[config.mk]
export PLATFORM = sky130hd
export DESIGN_NAME = isp_demosaic
export DESIGN_NICKNAME = d
export VERILOG_FILES = /design/src/source/demosaic_pixel_pkg.sv /design/src/source/demosaic_frame_pkg.sv /design/src/source/isp_demosaic.sv /design/src/source/border_output.sv /design/src/source/chroma_interp.sv /design/src/source/green_interp.sv /design/src/source/bayer_window.sv
export SDC_FILE = /design/constraint.sdc
export NUM_CORES = 2
export LEC_CHECK = 0
export BUFFER_PORTS_ARGS = -buffer_cell sky130_fd_sc_hd__buf_2
export CAP_MARGIN = 20
export CORE_ASPECT_RATIO = 1.25
export CORE_MARGIN = 2
export CORE_UTILIZATION = 55
export CTS_CLUSTER_SIZE = 40
export DETAILED_ROUTE_END_ITERATION = 10
export GPL_TIMING_DRIVEN = 0
export PLACE_DENSITY = 0.73
export SYNTH_ARGS = -nofsm -noshare
export SYNTH_HDL_FRONTEND = slang
export SYNTH_HIERARCHICAL = 1
export SYNTH_SLANG_ARGS = --single-unit
[constraint.sdc]
create_clock -name pclk -period 4.25 [get_ports pclk]
set_input_delay 0.85 -clock pclk [delete_from_list [all_inputs] [get_ports pclk]]
set_output_delay 0.85 -clock pclk [all_outputs]
set_load 0.02 [all_outputs]
[src/source/demosaic_pixel_pkg.sv]
// Demosaic pixel description
// pixel, window and site types plus the averaging helpers
package demosaic_pixel_pkg;

    localparam int PIX_BITS = 8;

    typedef logic [PIX_BITS-1:0]    pix_t;
    typedef logic [PIX_BITS+1:0]    pix_sum_t;   // room for four pixels
    typedef logic [4*PIX_BITS-1:0]  quad_pix_t;  // L,R,U,D or UL,UR,DL,DR
    typedef logic [25*PIX_BITS-1:0] window_t;    // row-major, centre at 12

    typedef enum logic [1:0] {
        SITE_R  = 2'd0,
        SITE_GR = 2'd1,   // green on a red row
        SITE_GB = 2'd2,   // green on a blue row
        SITE_B  = 2'd3
    } site_e;

    function automatic pix_t quad_pix(input quad_pix_t q, input int k);
        return q[k*PIX_BITS +: PIX_BITS];
    endfunction

    function automatic pix_t avg2(input pix_t a, input pix_t b);
        pix_sum_t s;
        s = pix_sum_t'(a) + pix_sum_t'(b);
        return s[PIX_BITS:1];                // floored
    endfunction

    function automatic pix_t avg4(input quad_pix_t q);
        pix_sum_t s;
        s = pix_sum_t'(quad_pix(q, 0)) + pix_sum_t'(quad_pix(q, 1))
          + pix_sum_t'(quad_pix(q, 2)) + pix_sum_t'(quad_pix(q, 3));
        return s[PIX_BITS+1:2];              // floored
    endfunction

endpackage

[src/source/demosaic_frame_pkg.sv]
// Demosaic frame description
// geometry, blanking rules, Bayer pattern and pipeline latencies
package demosaic_frame_pkg;

    localparam int FRAME_WIDTH      = 16;   // active pixels per line
    localparam int FRAME_HEIGHT     = 10;   // active lines per frame
    localparam int MIN_HBLANK       = 4;    // two of these carry the flush columns
    localparam int MIN_VBLANK_LINES = 3;    // idle line slots before next vsync

    // colour order of pixel (0,0); bit 1 flips row parity, bit 0 column parity
    typedef enum logic [1:0] {
        RGGB = 2'd0,
        GRBG = 2'd1,
        GBRG = 2'd2,
        BGGR = 2'd3
    } bayer_pattern_e;

    localparam bayer_pattern_e BAYER_PATTERN = RGGB;

    localparam int WINDOW_LATENCY = 1;  // sample of (r+2,c+2) to window of (r,c)
    localparam int PIPE_LATENCY   = 5;  // window to output pixel

    typedef logic [$clog2(FRAME_HEIGHT + 2)-1:0] row_cnt_t;  // includes flush lines
    typedef logic [$clog2(FRAME_WIDTH + 2)-1:0]  col_cnt_t;  // includes flush columns
    typedef logic [$clog2(FRAME_WIDTH)-1:0]      col_addr_t; // line memory address

endpackage
[src/source/isp_demosaic.sv]
// Bayer demosaic top level
// raw pixel stream in, RGB stream out with the same framing
`timescale 1ns/1ps

module isp_demosaic
    import demosaic_pixel_pkg::*;
(
    input  logic pclk,
    input  logic rst_n,
    input  logic in_vsync,
    input  logic in_href,
    input  pix_t in_raw,
    output logic out_href,
    output logic out_vsync,
    output pix_t out_r,
    output pix_t out_g,
    output pix_t out_b
);

window_t   win;
site_e     win_site;
logic      win_valid;
logic      win_vsync;
logic      win_border;
pix_t      win_raw;

pix_t      g_center;
quad_pix_t g_near;
pix_t      rb_center;
quad_pix_t rb_near;
site_e     g_site;

pix_t      rgb_r;
pix_t      rgb_g;
pix_t      rgb_b;

bayer_window u_window (
    .pclk       (pclk),
    .rst_n      (rst_n),
    .in_vsync   (in_vsync),
    .in_href    (in_href),
    .in_raw     (in_raw),
    .win        (win),
    .win_site   (win_site),
    .win_valid  (win_valid),
    .win_vsync  (win_vsync),
    .win_border (win_border),
    .win_raw    (win_raw)
);

green_interp u_green (
    .pclk      (pclk),
    .rst_n     (rst_n),
    .win       (win),
    .win_site  (win_site),
    .g_center  (g_center),
    .g_near    (g_near),
    .rb_center (rb_center),
    .rb_near   (rb_near),
    .g_site    (g_site)
);

chroma_interp u_chroma (
    .pclk      (pclk),
    .rst_n     (rst_n),
    .g_center  (g_center),
    .g_near    (g_near),
    .rb_center (rb_center),
    .rb_near   (rb_near),
    .g_site    (g_site),
    .rgb_r     (rgb_r),
    .rgb_g     (rgb_g),
    .rgb_b     (rgb_b)
);

border_output u_output (
    .pclk       (pclk),
    .rst_n      (rst_n),
    .win_valid  (win_valid),
    .win_vsync  (win_vsync),
    .win_border (win_border),
    .win_raw    (win_raw),
    .rgb_r      (rgb_r),
    .rgb_g      (rgb_g),
    .rgb_b      (rgb_b),
    .out_href   (out_href),
    .out_vsync  (out_vsync),
    .out_r      (out_r),
    .out_g      (out_g),
    .out_b      (out_b)
);

endmodule

[src/source/border_output.sv]
// Demosaic output stage
// aligns framing with the pipeline, copies raw on the border ring
`timescale 1ns/1ps

module border_output
    import demosaic_pixel_pkg::*;
    import demosaic_frame_pkg::*;
(
    input  logic pclk,
    input  logic rst_n,
    input  logic win_valid,
    input  logic win_vsync,
    input  logic win_border,
    input  pix_t win_raw,
    input  pix_t rgb_r,
    input  pix_t rgb_g,
    input  pix_t rgb_b,
    output logic out_href,
    output logic out_vsync,
    output pix_t out_r,
    output pix_t out_g,
    output pix_t out_b
);

logic [PIPE_LATENCY-2:0] valid_sr;    // top bit lines up with rgb
logic [PIPE_LATENCY-2:0] vsync_sr;
logic [PIPE_LATENCY-2:0] border_sr;
pix_t                    raw_sr [PIPE_LATENCY-1];
col_cnt_t                href_run;    // length of the current out_href run

always_ff @(posedge pclk or negedge rst_n) begin
    if (!rst_n) begin
        valid_sr  <= '0;
        vsync_sr  <= '0;
        border_sr <= '0;
    end else begin
        valid_sr  <= {valid_sr[PIPE_LATENCY-3:0], win_valid};
        vsync_sr  <= {vsync_sr[PIPE_LATENCY-3:0], win_vsync};
        border_sr <= {border_sr[PIPE_LATENCY-3:0], win_border};
    end
end

always_ff @(posedge pclk) begin
    raw_sr[0] <= win_raw;
    for (int i = 1; i < PIPE_LATENCY - 1; i++)
        raw_sr[i] <= raw_sr[i-1];
end

// ********************
// final select
// ********************
always_ff @(posedge pclk or negedge rst_n) begin
    if (!rst_n) begin
        out_href  <= 1'b0;
        out_vsync <= 1'b0;
        out_r     <= '0;
        out_g     <= '0;
        out_b     <= '0;
    end else begin
        out_href  <= valid_sr[PIPE_LATENCY-2];
        out_vsync <= vsync_sr[PIPE_LATENCY-2];
        if (!valid_sr[PIPE_LATENCY-2]) begin
            out_r <= '0;
            out_g <= '0;
            out_b <= '0;
        end else if (border_sr[PIPE_LATENCY-2]) begin
            out_r <= raw_sr[PIPE_LATENCY-2];        // ring keeps the raw value
            out_g <= raw_sr[PIPE_LATENCY-2];
            out_b <= raw_sr[PIPE_LATENCY-2];
        end else begin
            out_r <= rgb_r;
            out_g <= rgb_g;
            out_b <= rgb_b;
        end
    end
end

always_ff @(posedge pclk or negedge rst_n) begin
    if (!rst_n)
        href_run <= '0;
    else if (out_href)
        href_run <= href_run + 1'b1;
    else
        href_run <= '0;
end

line_len_a: assert property (@(posedge pclk) disable iff (!rst_n)
    $fell(out_href) |-> href_run == col_cnt_t'(FRAME_WIDTH));

endmodule

[src/source/chroma_interp.sv]
// Red and blue reconstruction
// constant colour difference against the interpolated green, clamped to range
`timescale 1ns/1ps

module chroma_interp
    import demosaic_pixel_pkg::*;
(
    input  logic      pclk,
    input  logic      rst_n,
    input  pix_t      g_center,
    input  quad_pix_t g_near,
    input  pix_t      rb_center,
    input  quad_pix_t rb_near,
    input  site_e     g_site,
    output pix_t      rgb_r,
    output pix_t      rgb_g,
    output pix_t      rgb_b
);

pix_t     c_lr, c_ud, c_q;       // raw colour averages
pix_t     g_lr, g_ud, g_q;       // green averages at the same sites
pix_sum_t g_ext;

pix_t     s1_g;
pix_sum_t s1_r_plus;             // G + avg(C), or the raw sample
pix_t     s1_r_minus;            // avg(G at C sites)
pix_sum_t s1_b_plus;
pix_t     s1_b_minus;

function automatic pix_t clamp_diff(input pix_sum_t plus, input pix_t minus);
    pix_sum_t d;
    if (plus < pix_sum_t'(minus))
        return '0;
    d = plus - pix_sum_t'(minus);
    return (|d[PIX_BITS+1:PIX_BITS]) ? '1 : d[PIX_BITS-1:0];
endfunction

always_comb begin
    c_lr  = avg2(quad_pix(rb_near, 0), quad_pix(rb_near, 1));
    c_ud  = avg2(quad_pix(rb_near, 2), quad_pix(rb_near, 3));
    c_q   = avg4(rb_near);
    g_lr  = avg2(quad_pix(g_near, 0), quad_pix(g_near, 1));
    g_ud  = avg2(quad_pix(g_near, 2), quad_pix(g_near, 3));
    g_q   = avg4(g_near);
    g_ext = pix_sum_t'(g_center);
end

// ********************
// stage 1: sums
// ********************
always_ff @(posedge pclk) begin
    s1_g <= g_center;
    case (g_site)
        SITE_R: begin
            s1_r_plus  <= pix_sum_t'(rb_center);
            s1_r_minus <= '0;
            s1_b_plus  <= g_ext + pix_sum_t'(c_q);    // diagonal blues
            s1_b_minus <= g_q;
        end
        SITE_B: begin
            s1_r_plus  <= g_ext + pix_sum_t'(c_q);    // diagonal reds
            s1_r_minus <= g_q;
            s1_b_plus  <= pix_sum_t'(rb_center);
            s1_b_minus <= '0;
        end
        SITE_GR: begin
            s1_r_plus  <= g_ext + pix_sum_t'(c_lr);
            s1_r_minus <= g_lr;
            s1_b_plus  <= g_ext + pix_sum_t'(c_ud);
            s1_b_minus <= g_ud;
        end
        default: begin                                 // green on blue row
            s1_r_plus  <= g_ext + pix_sum_t'(c_ud);
            s1_r_minus <= g_ud;
            s1_b_plus  <= g_ext + pix_sum_t'(c_lr);
            s1_b_minus <= g_lr;
        end
    endcase
end

// ********************
// stage 2: difference and clamp
// ********************
always_ff @(posedge pclk) begin
    rgb_r <= clamp_diff(s1_r_plus, s1_r_minus);
    rgb_g <= s1_g;
    rgb_b <= clamp_diff(s1_b_plus, s1_b_minus);
end

site_known_a: assert property (@(posedge pclk) disable iff (!rst_n)
    !$isunknown(g_site));

endmodule

[src/source/green_interp.sv]
// Green interpolation
// gradient-directed green at the window centre and four neighbour sites
`timescale 1ns/1ps

module green_interp
    import demosaic_pixel_pkg::*;
(
    input  logic      pclk,
    input  logic      rst_n,
    input  window_t   win,
    input  site_e     win_site,
    output pix_t      g_center,
    output quad_pix_t g_near,
    output pix_t      rb_center,
    output quad_pix_t rb_near,
    output site_e     g_site
);

pix_t       wp [25];         // unpacked window
logic [4:0] pos [5];         // 0 is the centre, 1..4 the neighbours
logic       is_green;

site_e      s1_site;
pix_t       s1_dh [5];       // |left - right|
pix_t       s1_dv [5];       // |up - down|
pix_t       s1_ah [5];
pix_t       s1_av [5];
pix_t       s1_a4 [5];
pix_t       s1_raw_c;
quad_pix_t  s1_raw_q;
pix_t       g_sel [5];

function automatic pix_t abs_diff(input pix_t a, input pix_t b);
    return (a > b) ? a - b : b - a;
endfunction

assign is_green = (win_site == SITE_GR) || (win_site == SITE_GB);

always_comb begin
    for (int i = 0; i < 25; i++)
        wp[i] = win[i*PIX_BITS +: PIX_BITS];
    pos[0] = 5'd12;
    if (is_green) begin
        pos[1] = 5'd11;      // left, right, up, down
        pos[2] = 5'd13;
        pos[3] = 5'd7;
        pos[4] = 5'd17;
    end else begin
        pos[1] = 5'd6;       // diagonals UL, UR, DL, DR
        pos[2] = 5'd8;
        pos[3] = 5'd16;
        pos[4] = 5'd18;
    end
end

// ********************
// stage 1: gradients and averages
// ********************
always_ff @(posedge pclk) begin
    for (int k = 0; k < 5; k++) begin
        s1_dh[k] <= abs_diff(wp[pos[k] - 5'd1], wp[pos[k] + 5'd1]);
        s1_dv[k] <= abs_diff(wp[pos[k] - 5'd5], wp[pos[k] + 5'd5]);
        s1_ah[k] <= avg2(wp[pos[k] - 5'd1], wp[pos[k] + 5'd1]);
        s1_av[k] <= avg2(wp[pos[k] - 5'd5], wp[pos[k] + 5'd5]);
        s1_a4[k] <= avg4({wp[pos[k] + 5'd5], wp[pos[k] - 5'd5],
                          wp[pos[k] + 5'd1], wp[pos[k] - 5'd1]});
    end
    s1_raw_c <= wp[12];
    for (int k = 0; k < 4; k++)
        s1_raw_q[k*PIX_BITS +: PIX_BITS] <= wp[pos[k+1]];
end

// ********************
// stage 2: direction pick
// ********************
always_comb begin
    for (int k = 0; k < 5; k++) begin
        if (s1_dh[k] < s1_dv[k])
            g_sel[k] = s1_ah[k];
        else if (s1_dv[k] < s1_dh[k])
            g_sel[k] = s1_av[k];
        else
            g_sel[k] = s1_a4[k];   // no preferred direction
    end
end

always_ff @(posedge pclk) begin
    if ((s1_site == SITE_GR) || (s1_site == SITE_GB))
        g_center <= s1_raw_c;
    else
        g_center <= g_sel[0];
    for (int k = 0; k < 4; k++)
        g_near[k*PIX_BITS +: PIX_BITS] <= g_sel[k+1];
    rb_center <= s1_raw_c;
    rb_near   <= s1_raw_q;
end

always_ff @(posedge pclk or negedge rst_n) begin
    if (!rst_n) begin
        s1_site <= SITE_R;
        g_site  <= SITE_R;
    end else begin
        s1_site <= win_site;
        g_site  <= s1_site;
    end
end

endmodule

[src/source/bayer_window.sv]
// Bayer input window
// four line memories feed a 5x5 raw window; adds flush columns and lines,
// and tags every window centre with its site and border flag
`timescale 1ns/1ps

module bayer_window
    import demosaic_pixel_pkg::*;
    import demosaic_frame_pkg::*;
(
    input  logic    pclk,
    input  logic    rst_n,
    input  logic    in_vsync,
    input  logic    in_href,
    input  pix_t    in_raw,
    output window_t win,
    output site_e   win_site,
    output logic    win_valid,
    output logic    win_vsync,
    output logic    win_border,
    output pix_t    win_raw
);

typedef enum logic [1:0] {ST_WAIT, ST_LINES, ST_FLUSH} state_e;
typedef logic [$clog2(MIN_HBLANK + 1)-1:0] idle_cnt_t;

state_e    state;
row_cnt_t  row_cnt;              // input row, flush lines included
col_cnt_t  col_cnt;              // input slot within the line
logic      slot;                 // a window column enters this cycle
logic      col_in_line;
logic      line_end;
pix_t      in_pix;
pix_t      tap [4];              // rows r+1 .. r-2 at this column
pix_t      new_col [5];
pix_t      line_mem [4][FRAME_WIDTH];
idle_cnt_t idle_cnt;

assign col_in_line = (col_cnt < col_cnt_t'(FRAME_WIDTH));
assign line_end    = (col_cnt == col_cnt_t'(FRAME_WIDTH + 1));
assign in_pix      = in_href ? in_raw : '0;   // flush slots read zeros
assign win_raw     = win[12*PIX_BITS +: PIX_BITS];

always_comb begin
    case (state)
        ST_LINES: slot = in_href || !col_in_line;   // pixel or flush column
        ST_FLUSH: slot = 1'b1;                      // flush lines run back to back
        default:  slot = 1'b0;
    endcase
end

// ********************
// slot counters
// ********************
always_ff @(posedge pclk or negedge rst_n) begin
    if (!rst_n) begin
        state   <= ST_WAIT;
        row_cnt <= '0;
        col_cnt <= '0;
    end else if (in_vsync) begin
        state   <= ST_LINES;
        row_cnt <= '0;
        col_cnt <= '0;
    end else if (slot) begin
        if (line_end) begin
            col_cnt <= '0;
            if (row_cnt == row_cnt_t'(FRAME_HEIGHT + 1)) begin
                row_cnt <= '0;
                state   <= ST_WAIT;             // frame fully flushed
            end else begin
                row_cnt <= row_cnt + 1'b1;
                if (row_cnt == row_cnt_t'(FRAME_HEIGHT - 1))
                    state <= ST_FLUSH;
            end
        end else begin
            col_cnt <= col_cnt + 1'b1;
        end
    end
end

// ********************
// line memories
// ********************
always_comb begin
    for (int i = 0; i < 4; i++)
        tap[i] = col_in_line ? line_mem[i][col_addr_t'(col_cnt)] : '0;
    new_col[0] = tap[3];   // top row of the window
    new_col[1] = tap[2];
    new_col[2] = tap[1];
    new_col[3] = tap[0];
    new_col[4] = in_pix;
end

always_ff @(posedge pclk) begin
    if (slot && col_in_line) begin
        line_mem[0][col_addr_t'(col_cnt)] <= in_pix;
        for (int i = 1; i < 4; i++)
            line_mem[i][col_addr_t'(col_cnt)] <= tap[i-1];   // each line moves down
    end
end

always_ff @(posedge pclk) begin
    if (slot) begin
        for (int r = 0; r < 5; r++) begin
            for (int c = 0; c < 4; c++)
                win[(r*5+c)*PIX_BITS +: PIX_BITS] <= win[(r*5+c+1)*PIX_BITS +: PIX_BITS];
            win[(r*5+4)*PIX_BITS +: PIX_BITS] <= new_col[r];
        end
    end
end

// tags of the window centre (r,c); slot parity equals centre parity
always_ff @(posedge pclk or negedge rst_n) begin
    if (!rst_n) begin
        win_vsync  <= 1'b0;
        win_valid  <= 1'b0;
        win_border <= 1'b0;
        win_site   <= SITE_R;
    end else begin
        win_vsync <= in_vsync;
        win_valid <= slot && (row_cnt >= 2) && (col_cnt >= 2);
        if (slot) begin
            win_site   <= site_e'({row_cnt[0], col_cnt[0]} ^ BAYER_PATTERN);
            win_border <= (row_cnt < 4) || (row_cnt >= row_cnt_t'(FRAME_HEIGHT))
                       || (col_cnt < 4) || (col_cnt >= col_cnt_t'(FRAME_WIDTH));
        end
    end
end

// idle cycles since the last href, saturating
always_ff @(posedge pclk or negedge rst_n) begin
    if (!rst_n)
        idle_cnt <= idle_cnt_t'(MIN_HBLANK);
    else if (in_href)
        idle_cnt <= '0;
    else if (idle_cnt < idle_cnt_t'(MIN_HBLANK))
        idle_cnt <= idle_cnt + 1'b1;
end

href_len_a: assert property (@(posedge pclk) disable iff (!rst_n)
    in_href |-> col_in_line);

hblank_a: assert property (@(posedge pclk) disable iff (!rst_n)
    $rose(in_href) |-> idle_cnt >= idle_cnt_t'(MIN_HBLANK));

endmodule

# Yosys cells after proc, flatten, opt, wreduce, memory -nomap -nowiden

Memory sizes are Yosys's and may differ from the RTL's.
Index checks and enable logic that the tools add are counted.

Add/sub/neg operators: 71
$lt $le $gt $ge: 51
Eq/ne operators: 11
Mux-type cells: 133
Bitwise operators: 21
Reduce and logical (&&, ||, !) cells: 19

Operator list:

| cell                | number |
|---|---|
| $bmux 8 s5          | 20 |
| $mux 8              | 86 |
| $sub 8x8->8         | 20 |
| $add 8x8->9         | 17 |
| $add 10x8->10       | 14 |
| $bmux 8 s4          | 4 |
| $mux 128            | 1 |
| $ge 6x6->1 const B  | 20 |
| $not 5->6           | 20 |
| $gt 8x8->1          | 10 |
| $lt 8x8->1          | 10 |
| $pmux 10 s3         | 2 |
| $pmux 8 s3          | 2 |
| $demux 8 s4         | 1 |
| $add 5x1->5 const B | 5 |
| $add 5x3->5 const B | 4 |
| $lt 10x8->1         | 2 |
| $sub 10x8->10       | 2 |
| $sub 5x1->5 const B | 4 |
| $sub 5x3->5 const B | 4 |
| $mux 19             | 1 |
| $mux 4              | 4 |
| $mux 5              | 3 |
| $ge 5x5->1 const B  | 2 |
| other kinds (25)    | 48 |

Bits in registers: 446
Memory bits (writable): 744
Memories kept: 7

Memories:

| memory            | words | width | rd ports | clocked after Yosys merged registers in | write ports | RTL line           | RTL |
|---|---|---|---|---|---|---|---|
| u_window.line_mem | 4     | 128   | 4        | 0                                       | 4           | bayer_window.sv:35 | `pix_t line_mem [4][FRAME_WIDTH];` |
| u_green.s1_a4     | 5     | 8     | 5        | 0                                       | 5           | green_interp.sv:28 | `pix_t s1_a4 [5];` |
| u_green.s1_ah     | 5     | 8     | 5        | 0                                       | 5           | green_interp.sv:26 | `pix_t s1_ah [5];` |
| u_green.s1_av     | 5     | 8     | 5        | 0                                       | 5           | green_interp.sv:27 | `pix_t s1_av [5];` |
| u_green.s1_dh     | 5     | 8     | 5        | 0                                       | 5           | green_interp.sv:24 | `pix_t s1_dh [5];` |
| u_green.s1_dv     | 5     | 8     | 5        | 0                                       | 5           | green_interp.sv:25 | `pix_t s1_dv [5];` |
| 1 more memories   | --    | --    | --       | --                                      | --          | --                 |  |

# Depth between registers and ports, before layout

Depth in word-level cells: 11
Gate-level depth with buffers: 22
Mapped depth without buffers: 21

# By module

The synthesis kept the hierarchy.

By module, submodules not included:

| module        | times used | cells each | area an instance (sq um) |
|---|---|---|---|
| bayer_window  | 1          | 1255       | 26563.0 |
| green_interp  | 1          | 2434       | 21172.8 |
| chroma_interp | 1          | 651        | 5930.7 |
| border_output | 1          | 131        | 2001.9 |

# Least setup slack after synthesis

No wires, ideal clock.

Kind: flip-flop to flip-flop
From: reg u_window.win_site[1]
To: mem u_green/s1_a4[0][22] (netlist name)
Setup time: 72 ps
Data arrival time: 4470 ps
Slack: -292 ps
Cell stages (with the launch flop): 21
Path buffers: 1
Cell sequence: dfrtp_1 > xor2_1 > clkbuf_1 > nand2_1 > o21ai_0 > inv_1 > fa_1 > nor2b_1 > o21ai_0 > a21oi_1 > o21ai_0 > nand2b_1 > xor2_1 > inv_1 > fa_1 > inv_1 > ha_1 > o21a_1 > a21o_1 > a21oi_1 > xnor2_1

RTL lines:

| item                   | RTL line            | RTL |
|---|---|---|
| start, declared        | bayer_window.sv:16  | `output site_e win_site,` |
| start signal, assigned | bayer_window.sv:122 | `win_site <= site_e'({row_cnt[0], col_cnt[0]} ^ BAYER_PATTERN);` |
| end, declared          | green_interp.sv:28  |  |

==> flow_summary_export.csv <==
group,metric,value,unit
synthesis,netlist_instances,4455,
pwr,power-per-cell-area,743,mW/mm²
final_layout,nFillCells,7331,
die,dieArea,0.103,mm²
global_route,grt_antenna_before_repair,1,
drt,detail-route-antenna-nets,0,
worst_setup_path,cp_slowest_stage_delay,0.59,ns
clock_network,cts_num_sinks,1172,
sta,clock.fmax,226,MHz
drt,via_per_inst,5.72,
worst_setup_path,cpLargestDelayFamily,"adder cells",
worst_setup_path,critPathKind,"register to register",
worst_setup_path,worst-path-max-fanout,7,
die,core,0.0993,mm²
sta,finalWorstSetupSlack,-0.182,ns
min_path,min_path_type,"input port to asynchronous set/reset pin",
outcome,status,"finished with violations",
drt,drt-initial-drc-count,2747,
clock_network,clock_tree.root_cell,"clkbuf_16",
pwr,leakagePower,0.0259,µW
clock_network,clk_pin_slew,0.07,ns
worst_setup_path,end_kind,"register",
outcome,violations,"design-rule violations, negative setup slack",
global_route,grt_pass1_wl,213,mm
synthesis,syn_area,0.0552,mm²
global_route,grt_max_degree,127,
sta,rsz0062_at_grt,"yes",
final_layout,stdcell_area,0.0639,mm²
sta,hold_viol_final,0,
run,drv_cap,0,
die,io_pins,38,
final_layout,nNetsFinal,5253,
pwr,fin_total_pwr,47500,µW
drt,vias,35100,
clock_network,htree_levels,3,
clock_network,clk_path_buf_depth,3,
place,port_buffers,37,
global_route,grt_overflow,0,
sta,setup_viol,14,
sta,tightestPinTransition,1.16,ns
global_route,first_global_vias,35600,
worst_setup_path,timing.critical_path.buf_inv,5,
drt,dr.pass1.iters,9,
die,start_util,55.6,%
die,die_w,287,µm
sta,finalClockSkew,0.0292,ns
clock_network,cts_tree,"yes",
worst_setup_path,arrival,5.07,ns
worst_setup_path,worstPathRequired,4.89,ns
synthesis,yosys_warnings,6,
clock_network,cts_hold_buf,0,
die,dieHeight,358,µm
drt,drt-total-wl,143,mm
die,row_count,129,
worst_setup_path,r2r_slack,-0.18,ns
drt,remaining_drc_errors,2,
final_layout,seqCellArea,0.0307,mm²
final_layout,syn_to_final_growth,15.8,%
worst_setup_path,cp_cell_sequence,"xor2_4 > buf_12 > clkbuf_16 > buf_4 > nand2_1 > o21ai_2 > ha_1 > clkbuf_1 > inv_1 > a21oi_2 > o21a_1 > nor2_2 > xnor2_2 > fa_1 > ha_4 > o21a_1 > a21o_1 > a21oi_2 > xnor2_1",
worst_setup_path,cp-start-kind,"register",
sta,period_minus_slack,4.43,ns
final_layout,drive_above_1_share,16.7,%
place,dpl_cell_area,0.0579,mm²
pwr,ir_worst_vdd,0.000866,V
sta,maxSlewViolCount,0,
global_route,grtUsageTotal,27.9,%
synthesis,syn-num-nets,4962,
synthesis,avgSynthCellArea,12.4,µm²
place,place.gp.congestion,0.980,
drt,wl_per_cell,23.2,µm
sta,fin_crit_sh,104,%
clock_network,numCtsBuffers,108,
worst_setup_path,critPathSlowestCell,"fa_1",
clock_network,clkLatencyLatePin,0.71,ns
place,place_hpwl,107,mm
final_layout,multi_input_area,0.0237,mm²
sta,relSlewSlack,21.6,%
per-stage QoR:
step	worst slack (ns)	hold slack, ns	setup TNS (ns)	utilization (%)	instances
after floorplan	0.000575	0.310	0	-	4455
after global placement	-2.65	0.310	-708.74	57.5	5802
after detailed placement	-1.33	0.312	-26.91	58.3	5849
after CTS	-0.219	0.119	-1.70	63.2	6093
after global routing	-0.328	0.141	-3.93	64.4	6148
final	-0.182	0.125	-1.45	64.4	6149
worst register-to-register path, cell delays in order, from the launching register on:
cell and delay, ns:
dfrtp_4 0.56, xor2_4 0.22, buf_12 0.15, clkbuf_16 0.16, buf_4 0.14, nand2_1 0.17
o21ai_2 0.23, ha_1 0.36, clkbuf_1 0.33, inv_1 0.16, a21oi_2 0.17, o21a_1 0.15
nor2_2 0.06, xnor2_2 0.17, fa_1 0.60, ha_4 0.22, o21a_1 0.11, a21o_1 0.18
a21oi_2 0.14, xnor2_1 0.12
placed cells by master (no fill, tap or decap), types with 77 or more instances in the layout:
| cell type | instances |
|---|---|
| o21bai_1 | 83 |
| buf_2 | 78 |
| o21ai_0 | 125 |
| edfxtp_1 | 696 |
| clkbuf_16 | 111 |
| nand2_1 | 389 |
| dfxtp_1 | 414 |
| buf_4 | 121 |
| ha_1 | 362 |
| mux2i_1 | 230 |
| a22oi_1 | 102 |
| xnor2_1 | 118 |
| fa_1 | 86 |
| inv_1 | 393 |
| nor2_1 | 183 |
| a21oi_1 | 208 |
| mux4_2 | 77 |
power by group:
part	switching (µW)	internal [µW]
logic	12600	9910
clock network	4320	5640
registers	822	14200
routing by layer:
metal | up-vias | part of all wire (%) | GRT usage (%) | wire (µm)
met2 | 1163 | 52 | 50.5 | 74000
met4 | 0 | 7.6 | 18.5 | 10800
met3 | 416 | 5.1 | 3.88 | 7320
li1 | 16400 | - | - | -
met5 | - | 0 | 0 | 0
met1 | 17200 | 36 | 30.4 | 50800
registers in the layout (all words and copies together) (netlist names), 40 cells and up:
register	count
u_green/s1_a4	40
u_green/s1_ah	40
u_green/s1_av	40
u_green/s1_dh	40
u_green/s1_dv	40
u_window/line_mem	512
u_window/win	184
what timing repair did:
| item | in CTS | in global routing |
|---|---|---|
| resized for setup | 197 | 157 |
| setup endpoints to repair | 63 | 51 |
| gates cloned | 1 | 0 |
| setup buffers | 47 | 57 |
| pin swaps | 58 | 116 |
layout make-up:
type                       instances  area share, %
sequential                      1172           48.1
multi-input combinational       2727           37.1
clock buffer                     133           4.54
timing repair buffer             187           2.72
tap                             1310           2.56
inverter                         404           2.38
buffer                           146           1.36
clock inverter                    69           1.21
antenna                            1        0.00392
path summary, 6_finish.rpt:
check,startpoint,endpoint,cells after the start
setup / recovery,u_window/win_site[0],u_green/s1_a4[0][14],19
hold / removal,rst_n,u_window/col_cnt[0],1
setup reg to reg,u_window/win_site[0],u_green/s1_a4[0][14],19
hold reg to reg,u_green/s1_raw_q[25],u_green/rb_near[25],0
max in group asynchronous,rst_n,u_output/out_b[1],2
min in group pclk,in_vsync,u_window/win_vsync,1
(Power assumes the default switching activity.)
